[config.mk]
export PLATFORM = sky130hd
export DESIGN_NAME = ooo_core_top
export DESIGN_NICKNAME = d
export VERILOG_FILES = /design/src/logic/rob_pkg.sv /design/src/logic/dispatch_unit.sv /design/src/logic/exec_unit.sv /design/src/logic/ooo_core_top.sv /design/src/logic/retire_unit.sv /design/src/logic/rob.sv
export SDC_FILE = /design/constraint.sdc
export NUM_CORES = 2
export LEC_CHECK = 0
export ABC_AREA = 1
export ABC_CLOCK_PERIOD_IN_PS = 18200
export BUFFER_PORTS_ARGS = -buffer_cell sky130_fd_sc_hd__buf_4
export CORE_MARGIN = 2
export CORE_UTILIZATION = 45
export DETAILED_ROUTE_END_ITERATION = 8
export PLACE_DENSITY_LB_ADDON = 0.25
export SYNTH_ARGS = -nofsm -noshare
export SYNTH_HDL_FRONTEND = slang
export SYNTH_SLANG_ARGS = --single-unit
[constraint.sdc]
create_clock -name clock -period 18.2 [get_ports clock]
set_clock_uncertainty 0.05 [all_clocks]
set_input_delay 3.64 -clock clock [delete_from_list [all_inputs] [get_ports clock]]
set_output_delay 3.64 -clock clock [all_outputs]
set_load 0.01 [all_outputs]
[src/logic/rob_pkg.sv]
package rob_pkg;

    localparam int XLEN   = 16;  // data and branch target width
    localparam int ARN_W  = 3;   // 8 architectural registers
    localparam int STAT_W = 32;  // dispatched and retired counters

    // execution latencies in cycles
    localparam int LAT_ALU    = 1;
    localparam int LAT_MUL    = 3;
    localparam int LAT_BRANCH = 2;
    localparam int LAT_W      = 2;  // countdown width, holds the longest latency

    typedef enum logic [1:0] {
        op_alu    = 2'd0,
        op_mul    = 2'd1,
        op_branch = 2'd2
    } op_e;

    // latency loaded into the exec countdown at issue
    function automatic logic [LAT_W-1:0] op_latency(input op_e op);
        logic [LAT_W-1:0] lat;
        case (op)
            op_alu:    lat = LAT_W'(LAT_ALU);
            op_mul:    lat = LAT_W'(LAT_MUL);
            op_branch: lat = LAT_W'(LAT_BRANCH);
            default:   lat = LAT_W'(LAT_ALU);
        endcase
        return lat;
    endfunction

endpackage

[src/logic/dispatch_unit.sv]
`timescale 1ns/1ps

module dispatch_unit
    import rob_pkg::*;
#(
    parameter int WIDTH  = 2,
    parameter int ROBN_W = 4
) (
    input  logic                          clock,
    input  logic                          reset,
    input  logic [WIDTH-1:0]              in_valid,
    input  op_e  [WIDTH-1:0]              in_op,
    input  logic [WIDTH-1:0][ARN_W-1:0]   in_arn,
    input  logic [WIDTH-1:0][XLEN-1:0]    in_operand,
    input  logic [WIDTH-1:0]              in_pred_taken,
    input  logic [WIDTH-1:0][XLEN-1:0]    in_pred_target,
    input  logic [WIDTH-1:0][ROBN_W-1:0]  tail_robn,
    input  logic                          almost_full,
    input  logic                          squash,
    output logic                          ready,
    output logic [WIDTH-1:0]              alloc_valid,
    output logic [WIDTH-1:0][ROBN_W-1:0]  alloc_robn,
    output op_e  [WIDTH-1:0]              alloc_op,
    output logic [WIDTH-1:0][ARN_W-1:0]   alloc_arn,
    output logic [WIDTH-1:0]              alloc_pred_taken,
    output logic [WIDTH-1:0][XLEN-1:0]    alloc_pred_target,
    output logic [WIDTH-1:0][XLEN-1:0]    issue_operand,
    output logic [STAT_W-1:0]             dispatched_count
);

    logic [STAT_W-1:0] n_accept;

    // registered ROB state only, so stable for the whole cycle
    assign ready = ~almost_full & ~squash;

    assign alloc_valid = in_valid & {WIDTH{ready}};

    // each lane takes the ROB number at tail + lane
    assign alloc_robn        = tail_robn;
    assign alloc_op          = in_op;
    assign alloc_arn         = in_arn;
    assign alloc_pred_taken  = in_pred_taken;
    assign alloc_pred_target = in_pred_target;
    assign issue_operand     = in_operand;  // operands go to exec only

    always_comb begin
        n_accept = '0;
        for (int i = 0; i < WIDTH; i++) begin
            n_accept = n_accept + STAT_W'(alloc_valid[i]);
        end
    end

    always_ff @(posedge clock) begin
        if (reset) begin
            dispatched_count <= '0;
        end else begin
            dispatched_count <= dispatched_count + n_accept;
        end
    end

endmodule

[src/logic/exec_unit.sv]
`timescale 1ns/1ps

module exec_unit
    import rob_pkg::*;
#(
    parameter int WIDTH    = 2,
    parameter int ROB_SIZE = 16,
    parameter int ROBN_W   = 4
) (
    input  logic                          clock,
    input  logic                          reset,
    input  logic [WIDTH-1:0]              alloc_valid,
    input  logic [WIDTH-1:0][ROBN_W-1:0]  alloc_robn,
    input  op_e  [WIDTH-1:0]              alloc_op,
    input  logic [WIDTH-1:0][XLEN-1:0]    issue_operand,
    input  logic                          squash,
    output logic [WIDTH-1:0]              done_valid,
    output logic [WIDTH-1:0][ROBN_W-1:0]  done_robn,
    output logic [WIDTH-1:0][XLEN-1:0]    done_data,
    output logic [WIDTH-1:0]              done_taken,
    output logic [WIDTH-1:0][XLEN-1:0]    done_target
);

    // one tracker per ROB slot
    logic [ROB_SIZE-1:0]  busy;
    logic [LAT_W-1:0]     cnt        [ROB_SIZE];
    logic [XLEN-1:0]      res_data   [ROB_SIZE];
    logic                 res_taken  [ROB_SIZE];
    logic [XLEN-1:0]      res_target [ROB_SIZE];

    logic [WIDTH-1:0][XLEN-1:0] lane_data;
    logic [WIDTH-1:0]           lane_taken;
    logic [WIDTH-1:0][XLEN-1:0] lane_target;

    logic [ROB_SIZE-1:0]          pick;
    logic [WIDTH-1:0]             sel_valid;
    logic [WIDTH-1:0][ROBN_W-1:0] sel_robn;

    // results are known at issue so only the latency is modelled
    always_comb begin
        for (int i = 0; i < WIDTH; i++) begin
            lane_data[i]   = '0;
            lane_taken[i]  = 1'b0;
            lane_target[i] = '0;
            case (alloc_op[i])
                op_alu:  lane_data[i] = issue_operand[i] + XLEN'(1);
                op_mul:  lane_data[i] = XLEN'(issue_operand[i] * 3);  // truncated
                default: begin
                    lane_taken[i]  = issue_operand[i][0];
                    lane_target[i] = issue_operand[i] >> 1;
                end
            endcase
        end
    end

    // up to WIDTH due slots with the lowest index first
    always_comb begin
        int n;
        n         = 0;
        pick      = '0;
        sel_valid = '0;
        sel_robn  = '0;
        for (int s = 0; s < ROB_SIZE; s++) begin
            if (busy[s] && cnt[s] == LAT_W'(1) && n < WIDTH) begin
                sel_valid[n] = 1'b1;
                sel_robn[n]  = ROBN_W'(s);
                pick[s]      = 1'b1;
                n            = n + 1;
            end
        end
    end

    always_ff @(posedge clock) begin
        if (reset || squash) begin
            busy <= '0;  // squash kills everything in flight
        end else begin
            for (int s = 0; s < ROB_SIZE; s++) begin
                if (pick[s]) begin
                    busy[s] <= 1'b0;
                end
            end
            for (int i = 0; i < WIDTH; i++) begin
                if (alloc_valid[i]) begin
                    busy[alloc_robn[i]] <= 1'b1;
                end
            end
        end
    end

    // countdown holds at 1 while a slot waits for a lane
    always_ff @(posedge clock) begin
        for (int s = 0; s < ROB_SIZE; s++) begin
            if (busy[s] && cnt[s] > LAT_W'(1)) begin
                cnt[s] <= cnt[s] - LAT_W'(1);
            end
        end
        for (int i = 0; i < WIDTH; i++) begin
            if (alloc_valid[i]) begin
                cnt[alloc_robn[i]]        <= op_latency(alloc_op[i]);
                res_data[alloc_robn[i]]   <= lane_data[i];
                res_taken[alloc_robn[i]]  <= lane_taken[i];
                res_target[alloc_robn[i]] <= lane_target[i];
            end
        end
    end

    always_ff @(posedge clock) begin
        if (reset || squash) begin
            done_valid <= '0;
        end else begin
            done_valid <= sel_valid;
        end
    end

    always_ff @(posedge clock) begin
        for (int i = 0; i < WIDTH; i++) begin
            done_robn[i]   <= sel_robn[i];
            done_data[i]   <= res_data[sel_robn[i]];
            done_taken[i]  <= res_taken[sel_robn[i]];
            done_target[i] <= res_target[sel_robn[i]];
        end
    end

endmodule

[src/logic/ooo_core_top.sv]
`timescale 1ns/1ps

module ooo_core_top
    import rob_pkg::*;
#(
    parameter int WIDTH       = 2,
    parameter int ROB_SIZE    = 16,
    parameter int ALERT_DEPTH = WIDTH
) (
    input  logic                         clock,
    input  logic                         reset,
    input  logic [WIDTH-1:0]             in_valid,
    input  op_e  [WIDTH-1:0]             in_op,
    input  logic [WIDTH-1:0][ARN_W-1:0]  in_arn,
    input  logic [WIDTH-1:0][XLEN-1:0]   in_operand,
    input  logic [WIDTH-1:0]             in_pred_taken,
    input  logic [WIDTH-1:0][XLEN-1:0]   in_pred_target,
    input  logic [ARN_W-1:0]             arch_rd_arn,
    output logic                         ready,
    output logic [WIDTH-1:0]             commit_valid,
    output logic [WIDTH-1:0][ARN_W-1:0]  commit_arn,
    output logic [WIDTH-1:0][XLEN-1:0]   commit_data,
    output logic                         squash,
    output logic [XLEN-1:0]              arch_rd_data,
    output logic [STAT_W-1:0]            retired_count,
    output logic [STAT_W-1:0]            dispatched_count
);

    localparam int ROBN_W = $clog2(ROB_SIZE);

    logic [WIDTH-1:0][ROBN_W-1:0] tail_robn;
    logic                         almost_full;
    logic [WIDTH-1:0]             alloc_valid;
    logic [WIDTH-1:0][ROBN_W-1:0] alloc_robn;
    op_e  [WIDTH-1:0]             alloc_op;
    logic [WIDTH-1:0][ARN_W-1:0]  alloc_arn;
    logic [WIDTH-1:0]             alloc_pred_taken;
    logic [WIDTH-1:0][XLEN-1:0]   alloc_pred_target;
    logic [WIDTH-1:0][XLEN-1:0]   issue_operand;
    logic [WIDTH-1:0]             done_valid;
    logic [WIDTH-1:0][ROBN_W-1:0] done_robn;
    logic [WIDTH-1:0][XLEN-1:0]   done_data;
    logic [WIDTH-1:0]             done_taken;
    logic [WIDTH-1:0][XLEN-1:0]   done_target;
    logic [WIDTH-1:0]             commit_writes;

    dispatch_unit #(.WIDTH(WIDTH), .ROBN_W(ROBN_W)) u_dispatch (
        .clock, .reset,
        .in_valid, .in_op, .in_arn, .in_operand, .in_pred_taken, .in_pred_target,
        .tail_robn, .almost_full, .squash,
        .ready, .alloc_valid, .alloc_robn, .alloc_op, .alloc_arn,
        .alloc_pred_taken, .alloc_pred_target, .issue_operand, .dispatched_count
    );

    rob #(
        .WIDTH(WIDTH), .ROB_SIZE(ROB_SIZE), .ALERT_DEPTH(ALERT_DEPTH), .ROBN_W(ROBN_W)
    ) u_rob (
        .clock, .reset,
        .alloc_valid, .alloc_op, .alloc_arn, .alloc_pred_taken, .alloc_pred_target,
        .done_valid, .done_robn, .done_data, .done_taken, .done_target,
        .tail_robn, .almost_full,
        .commit_valid, .commit_arn, .commit_data, .commit_writes, .squash
    );

    exec_unit #(.WIDTH(WIDTH), .ROB_SIZE(ROB_SIZE), .ROBN_W(ROBN_W)) u_exec (
        .clock, .reset,
        .alloc_valid, .alloc_robn, .alloc_op, .issue_operand, .squash,
        .done_valid, .done_robn, .done_data, .done_taken, .done_target
    );

    retire_unit #(.WIDTH(WIDTH)) u_retire (
        .clock, .reset,
        .commit_valid, .commit_arn, .commit_data, .commit_writes,
        .arch_rd_arn, .arch_rd_data, .retired_count
    );

endmodule

[src/logic/retire_unit.sv]
`timescale 1ns/1ps

module retire_unit
    import rob_pkg::*;
#(
    parameter int WIDTH = 2
) (
    input  logic                         clock,
    input  logic                         reset,
    input  logic [WIDTH-1:0]             commit_valid,
    input  logic [WIDTH-1:0][ARN_W-1:0]  commit_arn,
    input  logic [WIDTH-1:0][XLEN-1:0]   commit_data,
    input  logic [WIDTH-1:0]             commit_writes,
    input  logic [ARN_W-1:0]             arch_rd_arn,
    output logic [XLEN-1:0]              arch_rd_data,
    output logic [STAT_W-1:0]            retired_count
);

    localparam int NUM_ARCH = 1 << ARN_W;

    logic [XLEN-1:0]   arch_regs [NUM_ARCH];
    logic [STAT_W-1:0] n_retire;

    // lanes are in program order, so the last write in the loop wins
    always_ff @(posedge clock) begin
        if (reset) begin
            for (int r = 0; r < NUM_ARCH; r++) begin
                arch_regs[r] <= '0;
            end
        end else begin
            for (int i = 0; i < WIDTH; i++) begin
                if (commit_valid[i] && commit_writes[i]) begin
                    arch_regs[commit_arn[i]] <= commit_data[i];
                end
            end
        end
    end

    // branches count too
    always_comb begin
        n_retire = '0;
        for (int i = 0; i < WIDTH; i++) begin
            n_retire = n_retire + STAT_W'(commit_valid[i]);
        end
    end

    always_ff @(posedge clock) begin
        if (reset) begin
            retired_count <= '0;
        end else begin
            retired_count <= retired_count + n_retire;
        end
    end

    assign arch_rd_data = arch_regs[arch_rd_arn];

endmodule

[src/logic/rob.sv]
`timescale 1ns/1ps

module rob
    import rob_pkg::*;
#(
    parameter int WIDTH       = 2,
    parameter int ROB_SIZE    = 16,
    parameter int ALERT_DEPTH = 2,
    parameter int ROBN_W      = 4
) (
    input  logic                          clock,
    input  logic                          reset,
    input  logic [WIDTH-1:0]              alloc_valid,
    input  op_e  [WIDTH-1:0]              alloc_op,
    input  logic [WIDTH-1:0][ARN_W-1:0]   alloc_arn,
    input  logic [WIDTH-1:0]              alloc_pred_taken,
    input  logic [WIDTH-1:0][XLEN-1:0]    alloc_pred_target,
    input  logic [WIDTH-1:0]              done_valid,
    input  logic [WIDTH-1:0][ROBN_W-1:0]  done_robn,
    input  logic [WIDTH-1:0][XLEN-1:0]    done_data,
    input  logic [WIDTH-1:0]              done_taken,
    input  logic [WIDTH-1:0][XLEN-1:0]    done_target,
    output logic [WIDTH-1:0][ROBN_W-1:0]  tail_robn,
    output logic                          almost_full,
    output logic [WIDTH-1:0]              commit_valid,
    output logic [WIDTH-1:0][ARN_W-1:0]   commit_arn,
    output logic [WIDTH-1:0][XLEN-1:0]    commit_data,
    output logic [WIDTH-1:0]              commit_writes,
    output logic                          squash
);

    localparam int CNT_W = ROBN_W + 1;  // count must reach ROB_SIZE

    typedef struct packed {
        logic             executed;
        logic             success;     // cleared by a failed branch
        op_e              op;
        logic [ARN_W-1:0] arn;
        logic [XLEN-1:0]  data;
        logic             pred_taken;
        logic [XLEN-1:0]  pred_target;
    } rob_entry_t;

    rob_entry_t entries [ROB_SIZE];

    logic [ROBN_W-1:0] head;
    logic [ROBN_W-1:0] tail;
    logic [CNT_W-1:0]  count;
    logic [CNT_W-1:0]  n_alloc;
    logic [CNT_W-1:0]  n_commit;
    logic [WIDTH-1:0]  alloc_fire;

    assign almost_full = count > CNT_W'(ROB_SIZE - ALERT_DEPTH);

    // lane i lands at tail + i and wraps since ROB_SIZE is a power of two
    always_comb begin
        for (int i = 0; i < WIDTH; i++) begin
            tail_robn[i] = tail + ROBN_W'(i);
        end
    end

    // nothing is allocated in a squash cycle
    assign alloc_fire = alloc_valid & {WIDTH{~squash}};

    always_comb begin
        n_alloc = '0;
        for (int i = 0; i < WIDTH; i++) begin
            n_alloc = n_alloc + CNT_W'(alloc_fire[i]);
        end
    end

    // in-order commit walk from the head
    always_comb begin
        logic              blocked;
        logic [ROBN_W-1:0] ptr;
        blocked       = 1'b0;
        ptr           = head;
        n_commit      = '0;
        squash        = 1'b0;
        commit_valid  = '0;
        commit_arn    = '0;
        commit_data   = '0;
        commit_writes = '0;
        for (int i = 0; i < WIDTH; i++) begin
            if (!blocked && count > CNT_W'(i) && entries[ptr].executed) begin
                if (entries[ptr].success) begin
                    commit_valid[i]  = 1'b1;
                    commit_arn[i]    = entries[ptr].arn;
                    commit_data[i]   = entries[ptr].data;
                    commit_writes[i] = entries[ptr].op != op_branch;  // branches write nothing
                    ptr              = ptr + ROBN_W'(1);
                    n_commit         = n_commit + CNT_W'(1);
                end else begin
                    squash  = 1'b1;  // mispredicted branch at head
                    blocked = 1'b1;
                end
            end else begin
                blocked = 1'b1;  // first unfinished entry stops commit
            end
        end
    end

    always_ff @(posedge clock) begin
        if (reset) begin
            head  <= '0;
            tail  <= '0;
            count <= '0;
        end else if (squash) begin
            head  <= '0;  // flush everything
            tail  <= '0;
            count <= '0;
        end else begin
            head  <= head + ROBN_W'(n_commit);
            tail  <= tail + ROBN_W'(n_alloc);
            count <= count + n_alloc - n_commit;
        end
    end

    // allocation and completion never hit the same slot
    always_ff @(posedge clock) begin
        for (int i = 0; i < WIDTH; i++) begin
            if (alloc_fire[i]) begin
                entries[tail_robn[i]] <= '{
                    executed:    1'b0,
                    success:     1'b1,
                    op:          alloc_op[i],
                    arn:         alloc_arn[i],
                    data:        '0,
                    pred_taken:  alloc_pred_taken[i],
                    pred_target: alloc_pred_target[i]
                };
            end
        end
        for (int i = 0; i < WIDTH; i++) begin
            if (done_valid[i]) begin
                entries[done_robn[i]].executed <= 1'b1;
                entries[done_robn[i]].data     <= done_data[i];
                if (entries[done_robn[i]].op == op_branch) begin
                    // direction and target both have to match
                    entries[done_robn[i]].success <=
                        (done_taken[i] == entries[done_robn[i]].pred_taken) &&
                        (done_target[i] == entries[done_robn[i]].pred_target);
                end
            end
        end
    end

endmodule

-- Yosys cells after proc, flatten, opt, wreduce, memory -nomap -nowiden
Memory sizes are Yosys's and may differ from the RTL's. A register that Yosys moved wholly into a read port is not among the register bits.
Index checks and enable logic that the tools add are counted.
- bits in registers: 135
- memory bits (writable): 1312
- input bits: 83
- output and inout bits: 122
- memories kept: 6
- $add $sub $neg: 44
- multiply operators: 2
- order comparisons: 68
- equal/unequal tests: 28
- mux-type cells: 262
- bitwise logic cells: 62
- reduce and logical (&&, ||, !) cells: 80
- memory list (memory ; depth ; bits a word ; rd ports ; clocked after memory_dff ; write ports ; RTL line ; RTL):
    u_rob.entries ; 16 ; 40 ; 4 ; 3 ; 4 ; rob.sv:44 ; rob_entry_t entries [ROB_SIZE];
    u_exec.res_data ; 16 ; 16 ; 2 ; 2 ; 2 ; exec_unit.sv:27 ; logic [XLEN-1:0] res_data [ROB_SIZE];
    u_exec.res_target ; 16 ; 15 ; 2 ; 2 ; 2 ; exec_unit.sv:29 ; logic [XLEN-1:0] res_target [ROB_SIZE];
    u_retire.arch_regs ; 8 ; 16 ; 1 ; 0 ; 8 ; retire_unit.sv:21 ; logic [XLEN-1:0] arch_regs [NUM_ARCH];
    u_exec.cnt ; 16 ; 2 ; 16 ; 0 ; 18 ; exec_unit.sv:26 ; logic [LAT_W-1:0] cnt [ROB_SIZE];
    u_exec.res_taken ; 16 ; 1 ; 2 ; 2 ; 2 ; exec_unit.sv:28 ; logic res_taken [ROB_SIZE];
- operators by type and width (kind ; number):
    $lt 32x3->1 const B ; 28
    $ge 32x1->1 const B ; 14
    $mux 32 ; 14
    $add 32x2->32 const B ; 13
    $mux 16 ; 9
    $mux 1 ; 142
    $mux 8 ; 14
    $mux 4 ; 18
    $logic_and 1x1->1 ; 71
    $add 32x32->32 ; 2
    $pmux 16 s2 ; 2
    $demux 4 s1 ; 15
    $eq 2x1->1 const B ; 18
    $mux 2 ; 17
    $add 16x1->16 const B ; 2
    $eq 16x16->1 ; 2
    $gt 2x1->1 const B ; 16
    $mul 16x2->16 const B ; 2
    $or 16x16->16 ; 2
    $or 2x2->2 ; 16
    $reduce_or 16->1 ; 2
    $sub 2x1->2 const B ; 16
    $mux 15 ; 2
    $and 4x4->4 ; 6
    36 further kinds ; 103

-- Logic depth before layout (Yosys ltp)
An unclocked memory read counts as a cell.
- word-level depth: 56
- mapped depth: 67

-- Hierarchy
From an unflattened synthesis, not the netlist that was laid out.
- cell total of the unflattened synthesis: 11457
- area, all modules: 91559.1 sq um
- modules (own cells, without submodules) (module ; times used ; cells each ; area an instance (sq um)):
    exec_unit ; 1 ; 5643 ; 41199.5
    rob ; 1 ; 4576 ; 39815.7
    retire_unit ; 1 ; 904 ; 8222.9
    dispatch_unit ; 1 ; 334 ; 2321.0

-- Worst setup path after synthesis
Ideal clock, no wire load.
- path kind: input -> output
- start: input port arch_rd_arn[0]
- end: output port arch_rd_data[13]
- arrival time: 4.704 ns
- data required time: 14.510 ns
- setup slack: 9.806 ns
- stages on the path: 6
- path buffers: 2
- cells stage by stage: clkbuf_1 -> clkbuf_1 -> o21ai_0 -> o22ai_1 -> nor2_1 -> a31oi_1
- longest elaborated chain between the ends: 1
- ends and longest elaborated chain (item ; RTL line ; RTL):
    start, declared ; ooo_core_top.sv:18 ; input logic [ARN_W-1:0] arch_rd_arn,
    $mem_v2 8x16 ; - ;
    end, declared ; ooo_core_top.sv:24 ; output logic [XLEN-1:0] arch_rd_data,
No other way between the ends.

==> flow_results.xml <==
<?xml version="1.0" encoding="UTF-8"?>
<metrics>
  <group name="sta">
    <metric name="period_minus_slack" unit="ns">11.93</metric>
    <metric name="fin_crit_sh" unit="%">65.6</metric>
    <metric name="slew-limit-headroom" unit="%">-1.44</metric>
    <metric name="clock.fmax" unit="MHz">83.8</metric>
    <metric name="hold_viol" unit="">0</metric>
    <metric name="setup_tns_after_final_layout" unit="ns">0</metric>
    <metric name="worst-slew-pin-transition" unit="ns">1.52</metric>
    <metric name="rsz_0062_raised_after_global_routing" unit="">false</metric>
    <metric name="finalSetupViolations" unit="">0</metric>
    <metric name="slew_viol_final" unit="">19</metric>
    <metric name="whs" unit="ns">0.411</metric>
    <metric name="layout_setup_ws" unit="ns">6.27</metric>
  </group>
  <group name="global_route">
    <metric name="antenna_violations_before_repair" unit="">2</metric>
    <metric name="global_route_wire_length_before_repair" unit="mm">523</metric>
    <metric name="track_usage" unit="%">35.3</metric>
    <metric name="globalRouteOverflowTotal" unit="">0</metric>
    <metric name="vias_in_the_first_global_route" unit="">80000</metric>
    <metric name="grt_max_degree" unit="">193</metric>
  </group>
  <group name="worst_setup_path">
    <metric name="worst_setup_path_startpoint" unit="">u_exec.cnt[0][0]$_DFFE_PP_</metric>
    <metric name="timing.critical_path.fanout_max" unit="">75</metric>
    <metric name="path_class" unit="">reg2reg</metric>
    <metric name="worstPathRequired" unit="ns">18.89</metric>
    <metric name="worst_r2r_start" unit="">u_exec.cnt[0][0]$_DFFE_PP_</metric>
    <metric name="critical-path-top-cell-by-count" unit="">sky130_fd_sc_hd__ha_1</metric>
    <metric name="r2r_setup_slack" unit="ns">6.27</metric>
    <metric name="worstPathArrival" unit="ns">12.63</metric>
    <metric name="worstSetupEndpointType" unit="">flop</metric>
    <metric name="cp-endpoint" unit="">u_exec.done_data[31]$_DFF_P_</metric>
    <metric name="setup.worst_path.start_class" unit="">flop</metric>
    <metric name="r2r.worst_path.cells" unit="">55</metric>
    <metric name="worst_path_largest_cell_delay" unit="ns">1.14</metric>
    <metric name="critPathSlowestCell" unit="">sky130_fd_sc_hd__nand3_4</metric>
    <metric name="crit-reg2reg-capture" unit="">u_exec.done_data[31]$_DFF_P_</metric>
  </group>
  <group name="power">
    <metric name="power.internal" unit="mW">6.89</metric>
    <metric name="pwr-share-clk" unit="%">31.8</metric>
    <metric name="power_per_cell_area" unit="nW/um^2">114</metric>
    <metric name="worst_vdd_ir" unit="mV">0.116</metric>
    <metric name="p_sw" unit="mW">3.95</metric>
    <metric name="power_leakage" unit="nW">37.2</metric>
    <metric name="seq_power_share" unit="%">39.7</metric>
    <metric name="switching_share" unit="%">36.5</metric>
    <metric name="share_comb_of_total_power" unit="%">28.5</metric>
  </group>
  <group name="synthesis">
    <metric name="syn-instance-count" unit="">10600</metric>
    <metric name="postSynth.topFlopCell" unit="">sky130_fd_sc_hd__edfxtp_1</metric>
    <metric name="synthesis.nets" unit="">10800</metric>
    <metric name="ys_seq_elements" unit="">1479</metric>
    <metric name="post_synth_instance_area" unit="um^2">87000</metric>
    <metric name="syn_area_per_cell" unit="um^2">8.18</metric>
    <metric name="synth_edf_count" unit="">1296</metric>
    <metric name="ys_seq_area_share" unit="%">49.0</metric>
    <metric name="yosys_warnings" unit="">0</metric>
    <metric name="synth_cell_types" unit="">70</metric>
    <metric name="postSynth.asyncResetShare" unit="%">0</metric>
  </group>
  <group name="floorplanning">
    <metric name="floorplan.die_area" unit="um^2">197000</metric>
    <metric name="initial_standard_cell_utilization_of_the_core" unit="%">45.2</metric>
    <metric name="fp-row-count" unit="">161</metric>
    <metric name="core-area" unit="um^2">192000</metric>
    <metric name="die_height" unit="um">444</metric>
    <metric name="io_pins" unit="">205</metric>
    <metric name="chipWidth" unit="um">444</metric>
  </group>
  <group name="outcome">
    <metric name="violated_checks" unit="">capacitance limit, slew limit</metric>
    <metric name="run_status" unit="">finished, violations left</metric>
  </group>
  <group name="route">
    <metric name="dr_total_vias" unit="">84900</metric>
    <metric name="avgViaCountPerCell" unit="">6.55</metric>
    <metric name="routedWlPerCell" unit="um">27.8</metric>
    <metric name="initialDrtViolationCount" unit="">14200</metric>
    <metric name="postRouteWirelength" unit="mm">361</metric>
    <metric name="drc" unit="">0</metric>
    <metric name="detailedRoute.firstPassIterationCount" unit="">9</metric>
    <metric name="antenna_left" unit="">0</metric>
  </group>
  <group name="cts">
    <metric name="tritoncts" unit="">built</metric>
    <metric name="cts.repair.resized" unit="">0</metric>
    <metric name="clock_sinks" unit="">1479</metric>
    <metric name="cts_root_buffer" unit="">sky130_fd_sc_hd__clkbuf_16</metric>
    <metric name="clock_tree.buffer_depth" unit="">3</metric>
    <metric name="cts.reportedPaths.clkPinSlew" unit="ns">0.06</metric>
    <metric name="post_cts_buffers" unit="">0</metric>
    <metric name="cts_hold_buffers" unit="">0</metric>
    <metric name="htreeDepth" unit="">4</metric>
    <metric name="clock_latency" unit="ns">0.87</metric>
    <metric name="numCtsBuffers" unit="">165</metric>
  </group>
  <group name="place">
    <metric name="hpwlAfterDp" unit="mm">205</metric>
    <metric name="worst_slack_placed" unit="ns">6.53</metric>
    <metric name="port_buffers" unit="">204</metric>
    <metric name="place_area" unit="um^2">89900</metric>
    <metric name="gp_congestion" unit="">0.911</metric>
  </group>
  <group name="layout">
    <metric name="num-nets-final" unit="">10500</metric>
    <metric name="area_delta_synth_final" unit="%">9.61</metric>
    <metric name="stdcell_area" unit="um^2">95400</metric>
    <metric name="layout.cells.most_common" unit="">sky130_fd_sc_hd__nand2_1</metric>
    <metric name="mostFrequentLayoutCells" unit="">sky130_fd_sc_hd__nand2_1, sky130_fd_sc_hd__nand3_1, sky130_fd_sc_hd__edfxtp_1, sky130_fd_sc_hd__inv_1, sky130_fd_sc_hd__o21ai_0</metric>
    <metric name="post_route_cells_drive_above_1_share" unit="%">7.97</metric>
  </group>
  <group name="run">
    <metric name="cap_violations" unit="">1</metric>
  </group>
  <group name="hold_path">
    <metric name="hold_path_class" unit="">reg2reg</metric>
  </group>
</metrics>
flip-flops by register name, indices dropped and copies added, names as in the netlist, 16 cells and up:
name / cells
u_exec.res_taken: 16
u_rob.entries: 640
u_exec.cnt: 32
u_exec.res_target: 240
u_retire.arch_regs: 128
u_retire.retired_count: 32
u_dispatch.dispatched_count: 32
u_exec.busy: 16
u_exec.done_data: 32
u_exec.res_data: 256
u_exec.done_target: 30
worst min path at each step:
| stage | startpoint | end | slack [ns] | cells after the start |
|---|---|---|---|---|
| global placement | u_dispatch.dispatched_count[31]$_SDFF_PP0_ | u_dispatch.dispatched_count[31]$_SDFF_PP0_ | 0.39 | 1 |
| CTS | u_dispatch.dispatched_count[31]$_SDFF_PP0_ | u_dispatch.dispatched_count[31]$_SDFF_PP0_ | 0.41 | 1 |
| finish | u_dispatch.dispatched_count[31]$_SDFF_PP0_ | u_dispatch.dispatched_count[31]$_SDFF_PP0_ | 0.41 | 1 |
| global route | u_dispatch.dispatched_count[31]$_SDFF_PP0_ | u_dispatch.dispatched_count[31]$_SDFF_PP0_ | 0.45 | 1 |
| detailed placement | u_dispatch.dispatched_count[31]$_SDFF_PP0_ | u_dispatch.dispatched_count[31]$_SDFF_PP0_ | 0.40 | 1 |
| floorplan | u_rob.entries[8][39]$_DFF_P_ | u_rob.entries[8][39]$_DFF_P_ | 0.39 | 2 |
cell usage after synthesis (64+ instances only):
| master | number | area share, % |
|---|---|---|
| sky130_fd_sc_hd__nand3_1 | 1726 | 9.9 |
| sky130_fd_sc_hd__buf_4 | 64 | 0.55 |
| sky130_fd_sc_hd__clkbuf_1 | 553 | 2.4 |
| sky130_fd_sc_hd__o21ai_0 | 940 | 5.4 |
| sky130_fd_sc_hd__a21oi_1 | 218 | 1.3 |
| sky130_fd_sc_hd__edfxtp_1 | 1296 | 45 |
| sky130_fd_sc_hd__buf_1 | 108 | 0.47 |
| sky130_fd_sc_hd__dfxtp_1 | 183 | 4.2 |
| sky130_fd_sc_hd__ha_1 | 85 | 1.2 |
| sky130_fd_sc_hd__inv_1 | 1272 | 5.5 |
| sky130_fd_sc_hd__nor2_1 | 500 | 2.2 |
| sky130_fd_sc_hd__a22oi_1 | 141 | 1.2 |
| sky130_fd_sc_hd__buf_2 | 170 | 0.98 |
| sky130_fd_sc_hd__o221ai_1 | 161 | 1.6 |
| sky130_fd_sc_hd__o22ai_1 | 679 | 4.9 |
| sky130_fd_sc_hd__nor3_1 | 71 | 0.41 |
| sky130_fd_sc_hd__o211ai_1 | 90 | 0.78 |
| sky130_fd_sc_hd__nand2_1 | 1893 | 8.2 |
cell families after synthesis:
logic type	Yosys count	share of synthesized area, %
flops	1479	48.9
xor+xnor	30	0.302
compound gates	2498	17.6
simple gates	4306	21.6
buf+inv	2221	10.1
fa+ha+maj	93	1.41
mux	1	0.0115
metal layers:
layer,vias to the layer above,share of wire (%),track usage [%]
met5,-,0.0064,0
li1,36700,-,-
met3,1640,14,9.70
met4,4,8.2,25.3
met2,6826,43,52.8
met1,39700,35,44.1
power by group through the flow:
stage          sequential [mW]  combinational [mW]  clock (mW)
3_5_place_dp              4.35                2.96           0
5_1_grt                   4.31                3.27        3.58
3_3_place_gp              4.35                2.90           0
2_1_floorplan             4.25                1.94           0
6_report                  4.30                3.09        3.45
4_1_cts                   4.28                2.97        3.44
critical path: cells and delay by family, from the launching register on:
family	cells	cell delay, ns
simple gates	27	4.28
buf+inv	12	2.24
fa+ha+maj	12	3.36
compound gates	4	1.27
flops	1	0.42
cell type report:
class | count | area (um^2)
well taps | 2526 | 3160
clock inverters | 83 | 901
flip-flops and latches | 1479 | 42600
clock buffers | 223 | 4550
diodes | 2 | 5.00
repair buffers | 404 | 3110
fillers | 17900 | 97000
inverters | 1325 | 4980
multi-input cells | 6928 | 36100
through the flow:
| stage | instances | util, % | power [mW] |
|---|---|---|---|
| 5_1_grt | 13000 | 49.6 | 11.2 |
| 2_1_floorplan | 10600 | - | 6.19 |
| 6_report | 13000 | 49.6 | 10.8 |
| 4_1_cts | 13000 | 49.6 | 10.7 |
| 3_3_place_gp | 12700 | 46.7 | 7.25 |
| 3_5_place_dp | 12700 | 46.7 | 7.31 |
(Power assumes the default switching activity.)
